<file path="config.mk">
export PLATFORM = sky130hd
export DESIGN_NAME = Ps2UartBridge
export DESIGN_NICKNAME = d
export VERILOG_FILES = /design/src/KeyboardPkg.sv /design/src/ByteFifo.sv /design/src/Ps2Receiver.sv /design/src/Ps2Translator.sv /design/src/Ps2UartBridge.sv /design/src/ScancodeDecoder.sv /design/src/UartTransmitter.sv
export SDC_FILE = /design/constraint.sdc
export NUM_CORES = 1
export LEC_CHECK = 0
export BUFFER_PORTS_ARGS = -buffer_cell sky130_fd_sc_hd__buf_2
export CORE_UTILIZATION = 50
export DETAILED_ROUTE_END_ITERATION = 10
export PLACE_DENSITY_LB_ADDON = 0.2
export SETUP_SLACK_MARGIN = 0.5
export SLEW_MARGIN = 20
export SYNTH_ARGS = -nofsm -noshare
export SYNTH_HDL_FRONTEND = slang
export SYNTH_SLANG_ARGS = --single-unit
</file>
<file path="constraint.sdc">
create_clock -name clk -period 4.3 [get_ports clk]
set_input_delay 0.43 -clock clk [delete_from_list [all_inputs] [get_ports clk]]
set_output_delay 0.43 -clock clk [all_outputs]
set_load 0.01 [all_outputs]
</file>
<file path="src/KeyboardPkg.sv">
`default_nettype none

package KeyboardPkg;

    typedef logic [7:0] Scancode_t;
    typedef logic [7:0] UartFifoData_t;

    // Prefixes and modifier keys, scancode set 2
    localparam Scancode_t BreakCode = 8'hF0;
    localparam Scancode_t SpecialCode = 8'hE0;
    localparam Scancode_t LeftShiftCode = 8'h12;
    localparam Scancode_t RightShiftCode = 8'h59;
    localparam Scancode_t LeftCtrlCode = 8'h14;

    // Extended arrow keys, sent after E0
    localparam Scancode_t ArrowUpCode = 8'h75;
    localparam Scancode_t ArrowDownCode = 8'h72;
    localparam Scancode_t ArrowLeftCode = 8'h6B;
    localparam Scancode_t ArrowRightCode = 8'h74;

    localparam int FifoDepth = 16;
    localparam int FifoAddrWidth = $clog2(FifoDepth);

    localparam int ClocksPerBit = 16;
    localparam int BaudWidth = $clog2(ClocksPerBit);

    // PS/2 clock high this long cancels a partial frame
    localparam int Ps2IdleLimit = 2000;
    localparam int Ps2IdleWidth = $clog2(Ps2IdleLimit + 1);

endpackage

`default_nettype wire

</file>
<file path="src/ByteFifo.sv">
`timescale 1ns/10ps
`default_nettype none

module ByteFifo import KeyboardPkg::*; (
    input  logic          clk,
    input  logic          rst,
    input  logic          fifoWriteRequest,
    input  UartFifoData_t fifoInData,
    input  logic          fifoReadRequest,
    output UartFifoData_t fifoOutData,
    output logic          fifoEmpty,
    output logic          fifoFull
);

    UartFifoData_t            mem [FifoDepth];
    logic [FifoAddrWidth-1:0] writePtr;
    logic [FifoAddrWidth-1:0] readPtr;
    logic [FifoAddrWidth:0]   count;
    logic                     doWrite;
    logic                     doRead;

    assign fifoEmpty = (count == '0);
    assign fifoFull = (count == (FifoAddrWidth + 1)'(FifoDepth));
    assign doWrite = fifoWriteRequest && !fifoFull;
    assign doRead = fifoReadRequest && !fifoEmpty;
    assign fifoOutData = mem[readPtr];

    always_ff @(posedge clk) begin
        if (doWrite) begin
            mem[writePtr] <= fifoInData;
        end
    end

    // Pointers wrap on their own since the depth is a power of two
    always_ff @(posedge clk or posedge rst) begin
        if (rst) begin
            writePtr <= '0;
            readPtr <= '0;
            count <= '0;
        end else begin
            if (doWrite) writePtr <= writePtr + 1'b1;
            if (doRead) readPtr <= readPtr + 1'b1;
            if (doWrite && !doRead) count <= count + 1'b1;
            else if (doRead && !doWrite) count <= count - 1'b1;
        end
    end

endmodule

`default_nettype wire

</file>
<file path="src/Ps2Receiver.sv">
`timescale 1ns/10ps
`default_nettype none

module Ps2Receiver import KeyboardPkg::*; (
    input  logic      clk,
    input  logic      rst,
    input  logic      ps2Clk,
    input  logic      ps2Data,
    output Scancode_t scancode,
    output logic      scancodeDone,
    output logic      ps2Error
);

    logic [1:0]              clkSync;
    logic [1:0]              dataSync;
    logic                    clkPrev;
    logic                    fallEdge;
    logic [3:0]              bitCount;
    logic [9:0]              frameBits;
    logic [Ps2IdleWidth-1:0] idleCount;
    logic                    idleExpired;
    logic                    frameGood;

    assign fallEdge = clkPrev & ~clkSync[1];
    assign idleExpired = (idleCount == Ps2IdleWidth'(Ps2IdleLimit));

    // Start low, odd parity over data plus parity bit, stop high on the incoming bit
    assign frameGood = ~frameBits[0] & (^frameBits[9:1]) & dataSync[1];

    always_ff @(posedge clk or posedge rst) begin
        if (rst) begin
            clkSync <= 2'b11;
            dataSync <= 2'b11;
            clkPrev <= 1'b1;
        end else begin
            clkSync <= {clkSync[0], ps2Clk};
            dataSync <= {dataSync[0], ps2Data};
            clkPrev <= clkSync[1];
        end
    end

    // Holds start, data and parity once ten bits are in
    always_ff @(posedge clk) begin
        if (fallEdge) begin
            frameBits <= {dataSync[1], frameBits[9:1]};
        end
    end

    always_ff @(posedge clk or posedge rst) begin
        if (rst) begin
            bitCount <= '0;
            idleCount <= '0;
            scancode <= '0;
            scancodeDone <= 1'b0;
            ps2Error <= 1'b0;
        end else begin
            scancodeDone <= 1'b0;
            ps2Error <= 1'b0;

            if (!clkSync[1]) begin
                idleCount <= '0;
            end else if (!idleExpired) begin
                idleCount <= idleCount + 1'b1;
            end

            if (fallEdge) begin
                if (bitCount == 4'd10) begin
                    bitCount <= '0;
                    if (frameGood) begin
                        scancode <= frameBits[8:1];
                        scancodeDone <= 1'b1;
                    end else begin
                        ps2Error <= 1'b1;
                    end
                end else begin
                    bitCount <= bitCount + 4'd1;
                end
            end else if (idleExpired) begin
                bitCount <= '0;
            end
        end
    end

endmodule

`default_nettype wire

</file>
<file path="src/Ps2Translator.sv">
`timescale 1ns/10ps
`default_nettype none

module Ps2Translator import KeyboardPkg::*; (
    input  logic          clk,
    input  logic          rst,
    input  logic          scancodeDone,
    input  Scancode_t     scancode,
    input  logic          fifoFull,
    output logic          fifoWriteRequest,
    output UartFifoData_t fifoInData
);

    typedef enum logic [3:0] {
        normal, breakNormal, specialNormal,
        shiftHeld, breakShift, specialShift,
        ctrlHeld, breakCtrl, specialCtrl
    } TranslatorState_t;

    TranslatorState_t state, nextState;

    logic special, shift, ctrl;
    logic emitEnable, decoderValid;
    logic isShiftKey, isCtrlKey, isBreak, isSpecial;

    assign isShiftKey = (scancode == LeftShiftCode) || (scancode == RightShiftCode);
    assign isCtrlKey = (scancode == LeftCtrlCode);
    assign isBreak = (scancode == BreakCode);
    assign isSpecial = (scancode == SpecialCode);

    // Full FIFO drops the byte on its own side
    assign fifoWriteRequest = emitEnable & decoderValid;

    ScancodeDecoder i_ScancodeDecoder (
        .scancode,
        .special,
        .shift,
        .ctrl,
        .fifoInData,
        .valid(decoderValid)
    );

    always_ff @(posedge clk or posedge rst) begin
        if (rst) begin
            state <= normal;
        end else begin
            state <= nextState;
        end
    end

    always_comb begin
        nextState = state;
        emitEnable = 1'b0;
        special = 1'b0;
        shift = 1'b0;
        ctrl = 1'b0;
        if (scancodeDone) begin
            case (state)
                normal: begin
                    if (isShiftKey) nextState = shiftHeld;
                    else if (isCtrlKey) nextState = ctrlHeld;
                    else if (isSpecial) nextState = specialNormal;
                    else if (isBreak) nextState = breakNormal;
                    else emitEnable = 1'b1;
                end
                breakNormal: nextState = normal;
                specialNormal: begin
                    if (isBreak) begin
                        nextState = breakNormal;
                    end else begin
                        nextState = normal;
                        special = 1'b1;
                        emitEnable = 1'b1;
                    end
                end
                shiftHeld: begin
                    if (isSpecial) nextState = specialShift;
                    else if (isBreak) nextState = breakShift;
                    else if (!isShiftKey) begin
                        shift = 1'b1;
                        emitEnable = 1'b1;
                    end
                end
                breakShift: nextState = isShiftKey ? normal : shiftHeld;
                specialShift: begin
                    // Shifted extended keys are decoded but never emitted
                    nextState = isBreak ? breakShift : shiftHeld;
                    shift = !isBreak;
                    special = !isBreak;
                end
                ctrlHeld: begin
                    if (isSpecial) nextState = specialCtrl;
                    else if (isBreak) nextState = breakCtrl;
                    else if (!isCtrlKey) begin
                        ctrl = 1'b1;
                        emitEnable = 1'b1;
                    end
                end
                breakCtrl: nextState = isCtrlKey ? normal : ctrlHeld;
                specialCtrl: begin
                    nextState = isBreak ? breakCtrl : ctrlHeld;
                    ctrl = !isBreak;
                    special = !isBreak;
                end
                default: nextState = normal;
            endcase
        end
    end

endmodule

`default_nettype wire

</file>
<file path="src/Ps2UartBridge.sv">
`timescale 1ns/10ps
`default_nettype none

module Ps2UartBridge import KeyboardPkg::*; (
    input  logic clk,
    input  logic rst,
    input  logic ps2Clk,
    input  logic ps2Data,
    output logic uartTx,
    output logic ps2Error
);

    Scancode_t     scancode;
    logic          scancodeDone;
    logic          fifoWriteRequest;
    UartFifoData_t fifoInData;
    logic          fifoFull;
    logic          fifoEmpty;
    UartFifoData_t fifoOutData;
    logic          fifoReadRequest;

    Ps2Receiver i_Ps2Receiver (
        .clk,
        .rst,
        .ps2Clk,
        .ps2Data,
        .scancode,
        .scancodeDone,
        .ps2Error
    );

    Ps2Translator i_Ps2Translator (
        .clk,
        .rst,
        .scancodeDone,
        .scancode,
        .fifoFull,
        .fifoWriteRequest,
        .fifoInData
    );

    ByteFifo i_ByteFifo (
        .clk,
        .rst,
        .fifoWriteRequest,
        .fifoInData,
        .fifoReadRequest,
        .fifoOutData,
        .fifoEmpty,
        .fifoFull
    );

    UartTransmitter i_UartTransmitter (
        .clk,
        .rst,
        .fifoEmpty,
        .fifoOutData,
        .fifoReadRequest,
        .uartTx
    );

endmodule

`default_nettype wire

</file>
<file path="src/ScancodeDecoder.sv">
`timescale 1ns/10ps
`default_nettype none

module ScancodeDecoder import KeyboardPkg::*; (
    input  Scancode_t     scancode,
    input  logic          special,
    input  logic          shift,
    input  logic          ctrl,
    output UartFifoData_t fifoInData,
    output logic          valid
);

    UartFifoData_t plainCode;
    UartFifoData_t arrowCode;
    logic          isLetter;

    assign isLetter = (plainCode >= 8'h61) && (plainCode <= 8'h7A);

    // Lower-case letters, digits, space and enter
    always_comb begin
        case (scancode)
            8'h1C: plainCode = 8'h61;
            8'h32: plainCode = 8'h62;
            8'h21: plainCode = 8'h63;
            8'h23: plainCode = 8'h64;
            8'h24: plainCode = 8'h65;
            8'h2B: plainCode = 8'h66;
            8'h34: plainCode = 8'h67;
            8'h33: plainCode = 8'h68;
            8'h43: plainCode = 8'h69;
            8'h3B: plainCode = 8'h6A;
            8'h42: plainCode = 8'h6B;
            8'h4B: plainCode = 8'h6C;
            8'h3A: plainCode = 8'h6D;
            8'h31: plainCode = 8'h6E;
            8'h44: plainCode = 8'h6F;
            8'h4D: plainCode = 8'h70;
            8'h15: plainCode = 8'h71;
            8'h2D: plainCode = 8'h72;
            8'h1B: plainCode = 8'h73;
            8'h2C: plainCode = 8'h74;
            8'h3C: plainCode = 8'h75;
            8'h2A: plainCode = 8'h76;
            8'h1D: plainCode = 8'h77;
            8'h22: plainCode = 8'h78;
            8'h35: plainCode = 8'h79;
            8'h1A: plainCode = 8'h7A;
            8'h45: plainCode = 8'h30;
            8'h16: plainCode = 8'h31;
            8'h1E: plainCode = 8'h32;
            8'h26: plainCode = 8'h33;
            8'h25: plainCode = 8'h34;
            8'h2E: plainCode = 8'h35;
            8'h36: plainCode = 8'h36;
            8'h3D: plainCode = 8'h37;
            8'h3E: plainCode = 8'h38;
            8'h46: plainCode = 8'h39;
            8'h29: plainCode = 8'h20;
            8'h5A: plainCode = 8'h0D;
            default: plainCode = '0;
        endcase
    end

    always_comb begin
        case (scancode)
            ArrowUpCode: arrowCode = 8'h11;
            ArrowDownCode: arrowCode = 8'h12;
            ArrowLeftCode: arrowCode = 8'h13;
            ArrowRightCode: arrowCode = 8'h14;
            default: arrowCode = '0;
        endcase
    end

    always_comb begin
        fifoInData = plainCode;
        valid = (plainCode != '0);
        if (special) begin
            // Arrows only, and never with a modifier held
            fifoInData = arrowCode;
            valid = (arrowCode != '0) && !shift && !ctrl;
        end else if (isLetter && ctrl) begin
            fifoInData = plainCode - 8'h60;
        end else if (isLetter && shift) begin
            fifoInData = plainCode - 8'h20;
        end
    end

endmodule

`default_nettype wire

</file>
<file path="src/UartTransmitter.sv">
`timescale 1ns/10ps
`default_nettype none

module UartTransmitter import KeyboardPkg::*; (
    input  logic          clk,
    input  logic          rst,
    input  logic          fifoEmpty,
    input  UartFifoData_t fifoOutData,
    output logic          fifoReadRequest,
    output logic          uartTx
);

    typedef enum logic [1:0] {idle, startBit, dataBits, stopBit} TxState_t;

    TxState_t             state;
    UartFifoData_t        txByte;
    logic [BaudWidth-1:0] baudCount;
    logic [2:0]           bitIndex;
    logic                 bitEnd;

    assign fifoReadRequest = (state == idle) && !fifoEmpty;
    assign bitEnd = (baudCount == BaudWidth'(ClocksPerBit - 1));

    always_ff @(posedge clk) begin
        if (fifoReadRequest) begin
            txByte <= fifoOutData;
        end
    end

    always_ff @(posedge clk or posedge rst) begin
        if (rst) begin
            state <= idle;
            uartTx <= 1'b1;
            baudCount <= '0;
            bitIndex <= '0;
        end else if (state == idle) begin
            baudCount <= '0;
            bitIndex <= '0;
            if (!fifoEmpty) begin
                state <= startBit;
                uartTx <= 1'b0;
            end
        end else if (!bitEnd) begin
            baudCount <= baudCount + 1'b1;
        end else begin
            baudCount <= '0;
            case (state)
                startBit: begin
                    state <= dataBits;
                    uartTx <= txByte[0];
                end
                dataBits: begin
                    // LSB first, stop bit after the eighth
                    if (bitIndex == 3'd7) begin
                        state <= stopBit;
                        uartTx <= 1'b1;
                    end else begin
                        bitIndex <= bitIndex + 3'd1;
                        uartTx <= txByte[bitIndex + 3'd1];
                    end
                end
                default: state <= idle;
            endcase
        end
    end

endmodule

`default_nettype wire
</file>
==> results.py, run 1 <==
metrics = {
    "outcome": {
        "status": "completed",
    },
    "layout": {
        "nets": 764,
        "syn_to_final_growth_pct": 13.0,
        "num_antenna_cells": 0,
        "nFillCells": 1496,
        "drive_gt1_share_pct": 23.0,
        "multi_input_area_sq_mm": 0.00380,
        "final-seq-area_sq_mm": 0.00582,
    },
    "place": {
        "port_buffers": 5,
        "preCtsSetupSlack_ns": 0.452,
        "dp_hpwl_um": 13600,
        "gp_congestion": 0.880,
    },
    "die": {
        "ioPinCount": 6,
        "fp.dieW_um": 142,
        "dieArea_sq_mm": 0.0202,
        "core_area_sq_mm": 0.0190,
        "rows": 50,
        "initial_core_util_pct": 51.7,
        "die_y_um": 142,
    },
    "synth": {
        "synth_edf_count": 146,
        "async_reset_ff_share_pct": 28.1,
        "synthTopCellsByArea": "edfxtp_1 (45%), dfrtp_1 (13%), mux4_2 (9.6%)",
        "yosysWarnings": 0,
        "avgSynthCellArea_sq_um": 14.0,
        "synthTopCellsByCount": "edfxtp_1 (146), dfrtp_1 (51), nor2_1 (44)",
        "ys_seq_elements": 203,
        "yosysUniqueCellTypes": 72,
        "netlist.area_leader.share_pct": 44.7,
        "synth-seq-area-share_pct": 59.3,
        "ys.flop_type": "edfxtp_1",
        "synth_nets": 735,
        "synthCells": 702,
        "syn_area_sq_mm": 0.00981,
        "synth_top_area_cell": "edfxtp_1",
        "yosysMostFrequentCell": "edfxtp_1",
    },
    "sta": {
        "min_period_ns": 3.61,
        "worst_pin_slew_ns": 0.872,
        "hold_viol": 0,
        "layout_setup_ws_ns": 0.687,
        "relSlewSlack_pct": 41.9,
        "skew_ns": 0.0139,
        "rsz0062_at_grt": "no",
        "setup_viol": 0,
        "max_freq_ghz": 0.277,
        "fin_crit_sh_pct": 84.0,
        "setup_tns_ns": 0,
        "drv_slew": 0,
    },
    "hold_path": {
        "hold_path_class": "in2reg",
    },
    "worst_setup_path": {
        "cp_data_required_time_ns": 4.68,
        "crit_slowest_cell": "dfrtp_2",
        "cp.arrival_ns": 4.00,
        "critPathMaxStageDelay_ns": 0.48,
        "worstSetupPathType": "reg2reg",
        "critPathLaunchType": "flop",
        "end_kind": "flop",
        "crit_fanout": 8,
        "crit_buf_inv": 2,
        "cp_top_family": "compound AO/OA/AOI/OAI gates",
        "worstPathCellList": "inv_2 -> ha_4 -> and3b_1 -> nand2_1 -> a41o_1 -> o41ai_2 -> o21ai_1 -> a31oi_4 -> ha_2 -> inv_1 -> ha_1 -> a21o_1 -> a21oi_1 -> xnor2_1 -> nor2_1 -> xor2_1",
    },
    "detailed_routing": {
        "via_per_inst": 5.87,
        "dr.pass1.iters": 8,
        "wl_per_cell_um": 20.1,
        "ant_nets": 0,
        "dr.first_iter.drc_count": 454,
        "drc_errors": 0,
        "dr_total_vias": 5912,
        "drt-total-wl_um": 20200,
    },
    "clock_network": {
        "ctsHoldBuffers": 0,
        "htreeDepth": 1,
        "clock-sinks": 203,
        "post-cts-setup-buffer-count": 0,
        "path_clk_slew_ns": 0.06,
        "clock_path_buffers": 3,
        "cts_tree": "built",
        "cts_root_buf": "clkbuf_16",
        "numCtsBuffers": 22,
        "clock_latency_ns": 0.50,
    },
    "power": {
        "p_leak_nw": 4.25,
        "p_per_area_mw_per_mm2": 442,
        "power_w": 0.00490,
        "vdd_drop_max_mv": 0.228,
    },
    "global_routing": {
        "grt_pass1_vias": 6023,
        "grt_pass1_wl_um": 32700,
        "antenna_found_initial": 0,
        "track_usage_pct": 21.1,
        "grt.overflow.total": 0,
        "grt_max_degree": 58,
    },
    "run": {
        "drv_cap": 0,
    },
}
-- per-stage QoR --
stage	hold slack, ns	utilization (%)	instance area, sq um	cells
after CTS	0.00884	58.1	11000	1007
after floorplan	0.345	-	9810	702
after detailed placement	0.348	54.2	10300	967
final	0.0325	58.5	11100	1007
after global placement	0.348	54.2	10300	967
after global routing	0.0151	58.5	11100	1007
-- repair_timing --
| item | CTS | global route |
|---|---|---|
| cloned | 0 | 0 |
| gates resized for setup | 3 | 15 |
| endpoints found under the setup margin | 1 | 2 |
-- flip-flops by register name, indices dropped and copies added (netlist names), 5 cells and up --
register / cells
i_Ps2Receiver.idleCount: 11
i_Ps2Receiver.frameBits: 10
i_Ps2Receiver.scancode: 8
i_ByteFifo.count: 5
i_UartTransmitter.txByte: 8
i_ByteFifo.mem: 128
-- logic make-up after synthesis --
group	share of synthesized area, %
flip-flops	59.3
AND/OR/NAND/NOR	12.1
adder cells (fa/ha/maj)	3.78
buffers and inverters	2.92
multiplexers	11.9
AO/OA/AOI/OAI	7.22
XOR/XNOR	2.77
-- final timing paths --
path	slack (ns)	to	depth (start not counted)	startpoint
setup / recovery	0.69	i_ByteFifo.count[4]	16	i_Ps2Receiver.scancode[0]
hold / removal	0.03	i_Ps2Receiver.dataSync[0]	1	ps2Data
setup reg to reg	0.69	i_ByteFifo.count[4]	16	i_Ps2Receiver.scancode[0]
hold reg to reg	0.35	i_Ps2Receiver.clkSync[1]	0	i_Ps2Receiver.clkSync[0]
max in group asynchronous	3.58	i_ByteFifo.readPtr[0]	3	rst
min in group asynchronous	0.15	i_Ps2Receiver.scancode[2]	3	rst
-- worst register-to-register path, stage by stage, from the launching register on --
cell	delay, ns
dfrtp_2	0.48
inv_2	0.14
ha_4	0.21
and3b_1	0.27
nand2_1	0.17
a41o_1	0.28
o41ai_2	0.33
o21ai_1	0.14
a31oi_4	0.19
ha_2	0.24
inv_1	0.10
ha_1	0.30
a21o_1	0.18
a21oi_1	0.16
xnor2_1	0.13
nor2_1	0.06
xor2_1	0.14
-- layer usage --
layer / routed length [um] / up-vias / track usage, % / share of wire (%)
met4: 502 / 0 / 6.28 / 2.5
met2: 10400 / 161 / 38.0 / 52
met3: 929 / 42 / 2.62 / 4.6
met5: 0 / - / 0 / 0
met1: 8340 / 2978 / 26.5 / 41
li1: - / 2731 / - / -
-- cell usage in the layout (no fill, tap or decap), types with 6 or more instances in the layout --
cell	instances
mux4_2	42
dfrtp_1	46
inv_1	21
nand2b_1	9
buf_4	36
nor2_1	43
ha_1	24
nand2_1	42
edfxtp_1	146
and3_1	8
dfstp_2	6
xnor2_1	25
a31oi_1	8
mux2i_1	10
and2_1	11
nor2b_1	9
o21ai_0	24
nand3_1	19
nor3b_1	7
mux2_2	11
a21oi_1	24
xor2_1	6
clkbuf_16	24
nor3_1	16
-- where the power goes --
group	switching (W)	internal (W)	total, W
registers	0.000211	0.00220	0.00241
logic	0.000288	0.000325	0.000614
clock network	0.000723	0.00115	0.00187
total	0.00122	0.00368	0.00490
-- cell type report --
type	instances	area share, %
repair buffers	42	2.84
well taps	260	2.93
clock inverters	11	0.926
clock buffers	29	5.68
flip-flops and latches	203	52.5
multi-input cells	438	34.3
inverters	24	0.813
(Power assumes the default switching activity.)
==> run 2: changes to the inputs <==
==> constraint.sdc (replaced) <==
create_clock -name clk -period 3.2 [get_ports clk]
set_input_delay 0.32 -clock clk [delete_from_list [all_inputs] [get_ports clk]]
set_output_delay 0.32 -clock clk [all_outputs]
set_load 0.01 [all_outputs]
==> run 2 against run 1 <==
Net effect:
- clock skew decreased by 0.0041 ns
- first-iteration DRC count increased by 4.0%
- wire length increased by 5.5%
- critical path type unchanged
- critical endpoint unchanged
- largest cell class unchanged
==> results.py, run 2 (synthesis gave the netlist of run 1 again) <==
metrics = {
    "clock_network": {
        "numCtsBuffers": 23,
        "cts_tree": "built",
        "cts_root_buf": "clkbuf_16",
        "htreeDepth": 1,
        "path_clk_slew_ns": 0.06,
        "clock_latency_ns": 0.51,
        "clock_path_buffers": 3,
        "clock-sinks": 203,
    },
    "detailed_routing": {
        "drt-total-wl_um": 21300,
        "dr_total_vias": 6203,
        "dr.pass1.iters": 5,
        "via_per_inst": 5.76,
        "ant_nets": 0,
        "dr.first_iter.drc_count": 472,
        "drc_errors": 0,
        "wl_per_cell_um": 19.8,
    },
    "global_routing": {
        "grt.overflow.total": 0,
        "grt_max_degree": 36,
        "antenna_found_initial": 0,
        "grt_pass1_vias": 6482,
        "grt_pass1_wl_um": 34900,
        "track_usage_pct": 22.7,
    },
    "layout": {
        "syn_to_final_growth_pct": 23.3,
        "final_cell_mix": "edfxtp_1 (146), buf_4 (87), dfrtp_1 (44), mux4_2 (42), nand2_1 (41)",
        "final_common_cell": "edfxtp_1",
        "fin_area_sq_mm": 0.0121,
        "top_register": "i_ByteFifo.mem",
        "drive_gt1_share_pct": 33.5,
        "nFillCells": 1379,
        "num_antenna_cells": 0,
        "finalNonFillerCells": 1077,
        "largest_reg_flops": 128,
        "top_regs": "i_ByteFifo.mem: 128 flops, i_Ps2Receiver.idleCount: 11 flops, i_Ps2Receiver.frameBits: 10 flops",
        "nets": 833,
    },
    "worst_setup_path": {
        "cp.arrival_ns": 3.58,
        "reg2reg_depth": 16,
        "critPathLaunchType": "flop",
        "rr_endpoint": "i_ByteFifo.count[4]",
        "end_kind": "flop",
        "r2r-start": "i_Ps2Receiver.scancode[1]",
        "crit_fanout": 5,
        "r2r_setup_slack_ns": 0.01,
        "cp_data_required_time_ns": 3.59,
        "worstSetupPathType": "reg2reg",
    },
    "place": {
        "dp_hpwl_um": 14800,
        "post_dp_cell_area_sq_mm": 0.0111,
        "preCtsSetupSlack_ns": -0.100,
        "gp_congestion": 0.837,
        "placed_cells": 1024,
        "port_buffers": 5,
    },
    "hold_path": {
        "hold_path_class": "reg2reg",
        "hold-path-cell-count": 0,
        "hp-start": "i_Ps2Receiver.clkSync[0]",
        "whs_endpoint": "i_Ps2Receiver.clkSync[1]",
    },
    "power": {
        "p_per_area_mw_per_mm2": 561,
        "vdd_drop_max_mv": 0.421,
        "p_leak_nw": 4.70,
    },
    "sta": {
        "rsz0062_at_grt": "yes",
        "setup_viol": 0,
        "worst_pin_slew_ns": 0.966,
        "layout_setup_ws_ns": 0.0101,
        "max_freq_ghz": 0.313,
        "hold_viol": 0,
        "drv_slew": 0,
        "skew_ns": 0.00985,
        "fin_crit_sh_pct": 99.7,
        "relSlewSlack_pct": 35.6,
        "min_period_ns": 3.19,
    },
    "die": {
        "dieArea_sq_mm": 0.0202,
        "initial_core_util_pct": 51.7,
        "rows": 50,
        "fp.dieW_um": 142,
        "core_area_sq_mm": 0.0190,
        "ioPinCount": 6,
        "die_y_um": 142,
    },
    "run": {
        "drv_cap": 0,
    },
    "outcome": {
        "status": "completed",
    },
}
==> run 2: worst max-delay path, stage by stage, from the launching register on <==
cell     delay [ns]
dfrtp_2        0.45
inv_6          0.09
ha_4           0.21
or3_1          0.37
o31a_1         0.12
a21oi_2        0.14
o41ai_2        0.11
nor4_4         0.33
a31oi_4        0.14
ha_4           0.19
fa_2           0.34
inv_1          0.06
a21o_1         0.12
a21oi_2        0.05
xnor2_1        0.15
nor2_1         0.07
xor2_1         0.13
==> run 2: area by class of cell <==
type / count / area (sq um) / area share (%)
Sequential cell: 203 / 5830 / 48.2
Multi-Input combinational cell: 438 / 4060 / 33.6
Clock buffer: 32 / 691 / 5.71
Clock inverter: 10 / 83.8 / 0.694
Timing Repair Buffer: 110 / 1010 / 8.34
Tap cell: 260 / 325 / 2.69
Inverter: 24 / 95.1 / 0.787
==> run 2: how the worst max path moves through the flow <==
stage,start,endpoint,slack [ns],cells past startpoint
CTS,i_Ps2Receiver.scancode[0],i_ByteFifo.count[4],0.002,16
detailed placement,i_Ps2Receiver.scancode[1],i_ByteFifo.mem[13][5],-0.10,10
global route,i_Ps2Receiver.scancode[1],i_ByteFifo.count[4],-0.21,16
floorplan,i_Ps2Receiver.scancode[1],i_ByteFifo.count[4],-0.12,17
finish,i_Ps2Receiver.scancode[1],i_ByteFifo.count[4],0.01,16
global placement,i_Ps2Receiver.scancode[0],i_ByteFifo.count[4],-0.01,16
==> run 2: metal layers <==
layer | wire length [um] | global-route usage, % | vias up
met2 | 10300 | 37.0 | 144
met1 | 9420 | 31.5 | 3141
met5 | 0 | 0 | -
met3 | 1080 | 4.14 | 37
met4 | 462 | 5.77 | 0
li1 | - | - | 2881
==> run 2: through the flow <==
step | setup TNS, ns | util (%) | hold WS [ns] | power [W]
after global placement | -0.00953 | 58.7 | 0.347 | 0.00417
after detailed placement | -2.88 | 58.7 | 0.350 | 0.00422
final | 0 | 63.8 | 0.357 | 0.00678
after CTS | 0 | 63.6 | 0.360 | 0.00685
after global routing | -7.10 | 63.8 | 0.362 | 0.00707
after floorplan | -0.139 | - | 0.324 | 0.00393
==> run 2: power breakdown <==
group / internal [W] / switching (W) / total, W
clock network: 0.00159 / 0.00103 / 0.00262
registers: 0.00296 / 0.000200 / 0.00316
logic: 0.000506 / 0.000488 / 0.000993
total: 0.00506 / 0.00172 / 0.00678
==> run 2: timing repair <==
item | in CTS | in global routing
hold buffers | 3 | 0
endpoints found under the setup margin | 198 | 182
resized for setup | 12 | 4
hold endpoints to repair | 22 | 0
buffers inserted | 7 | 1
pin swaps | 8 | 2
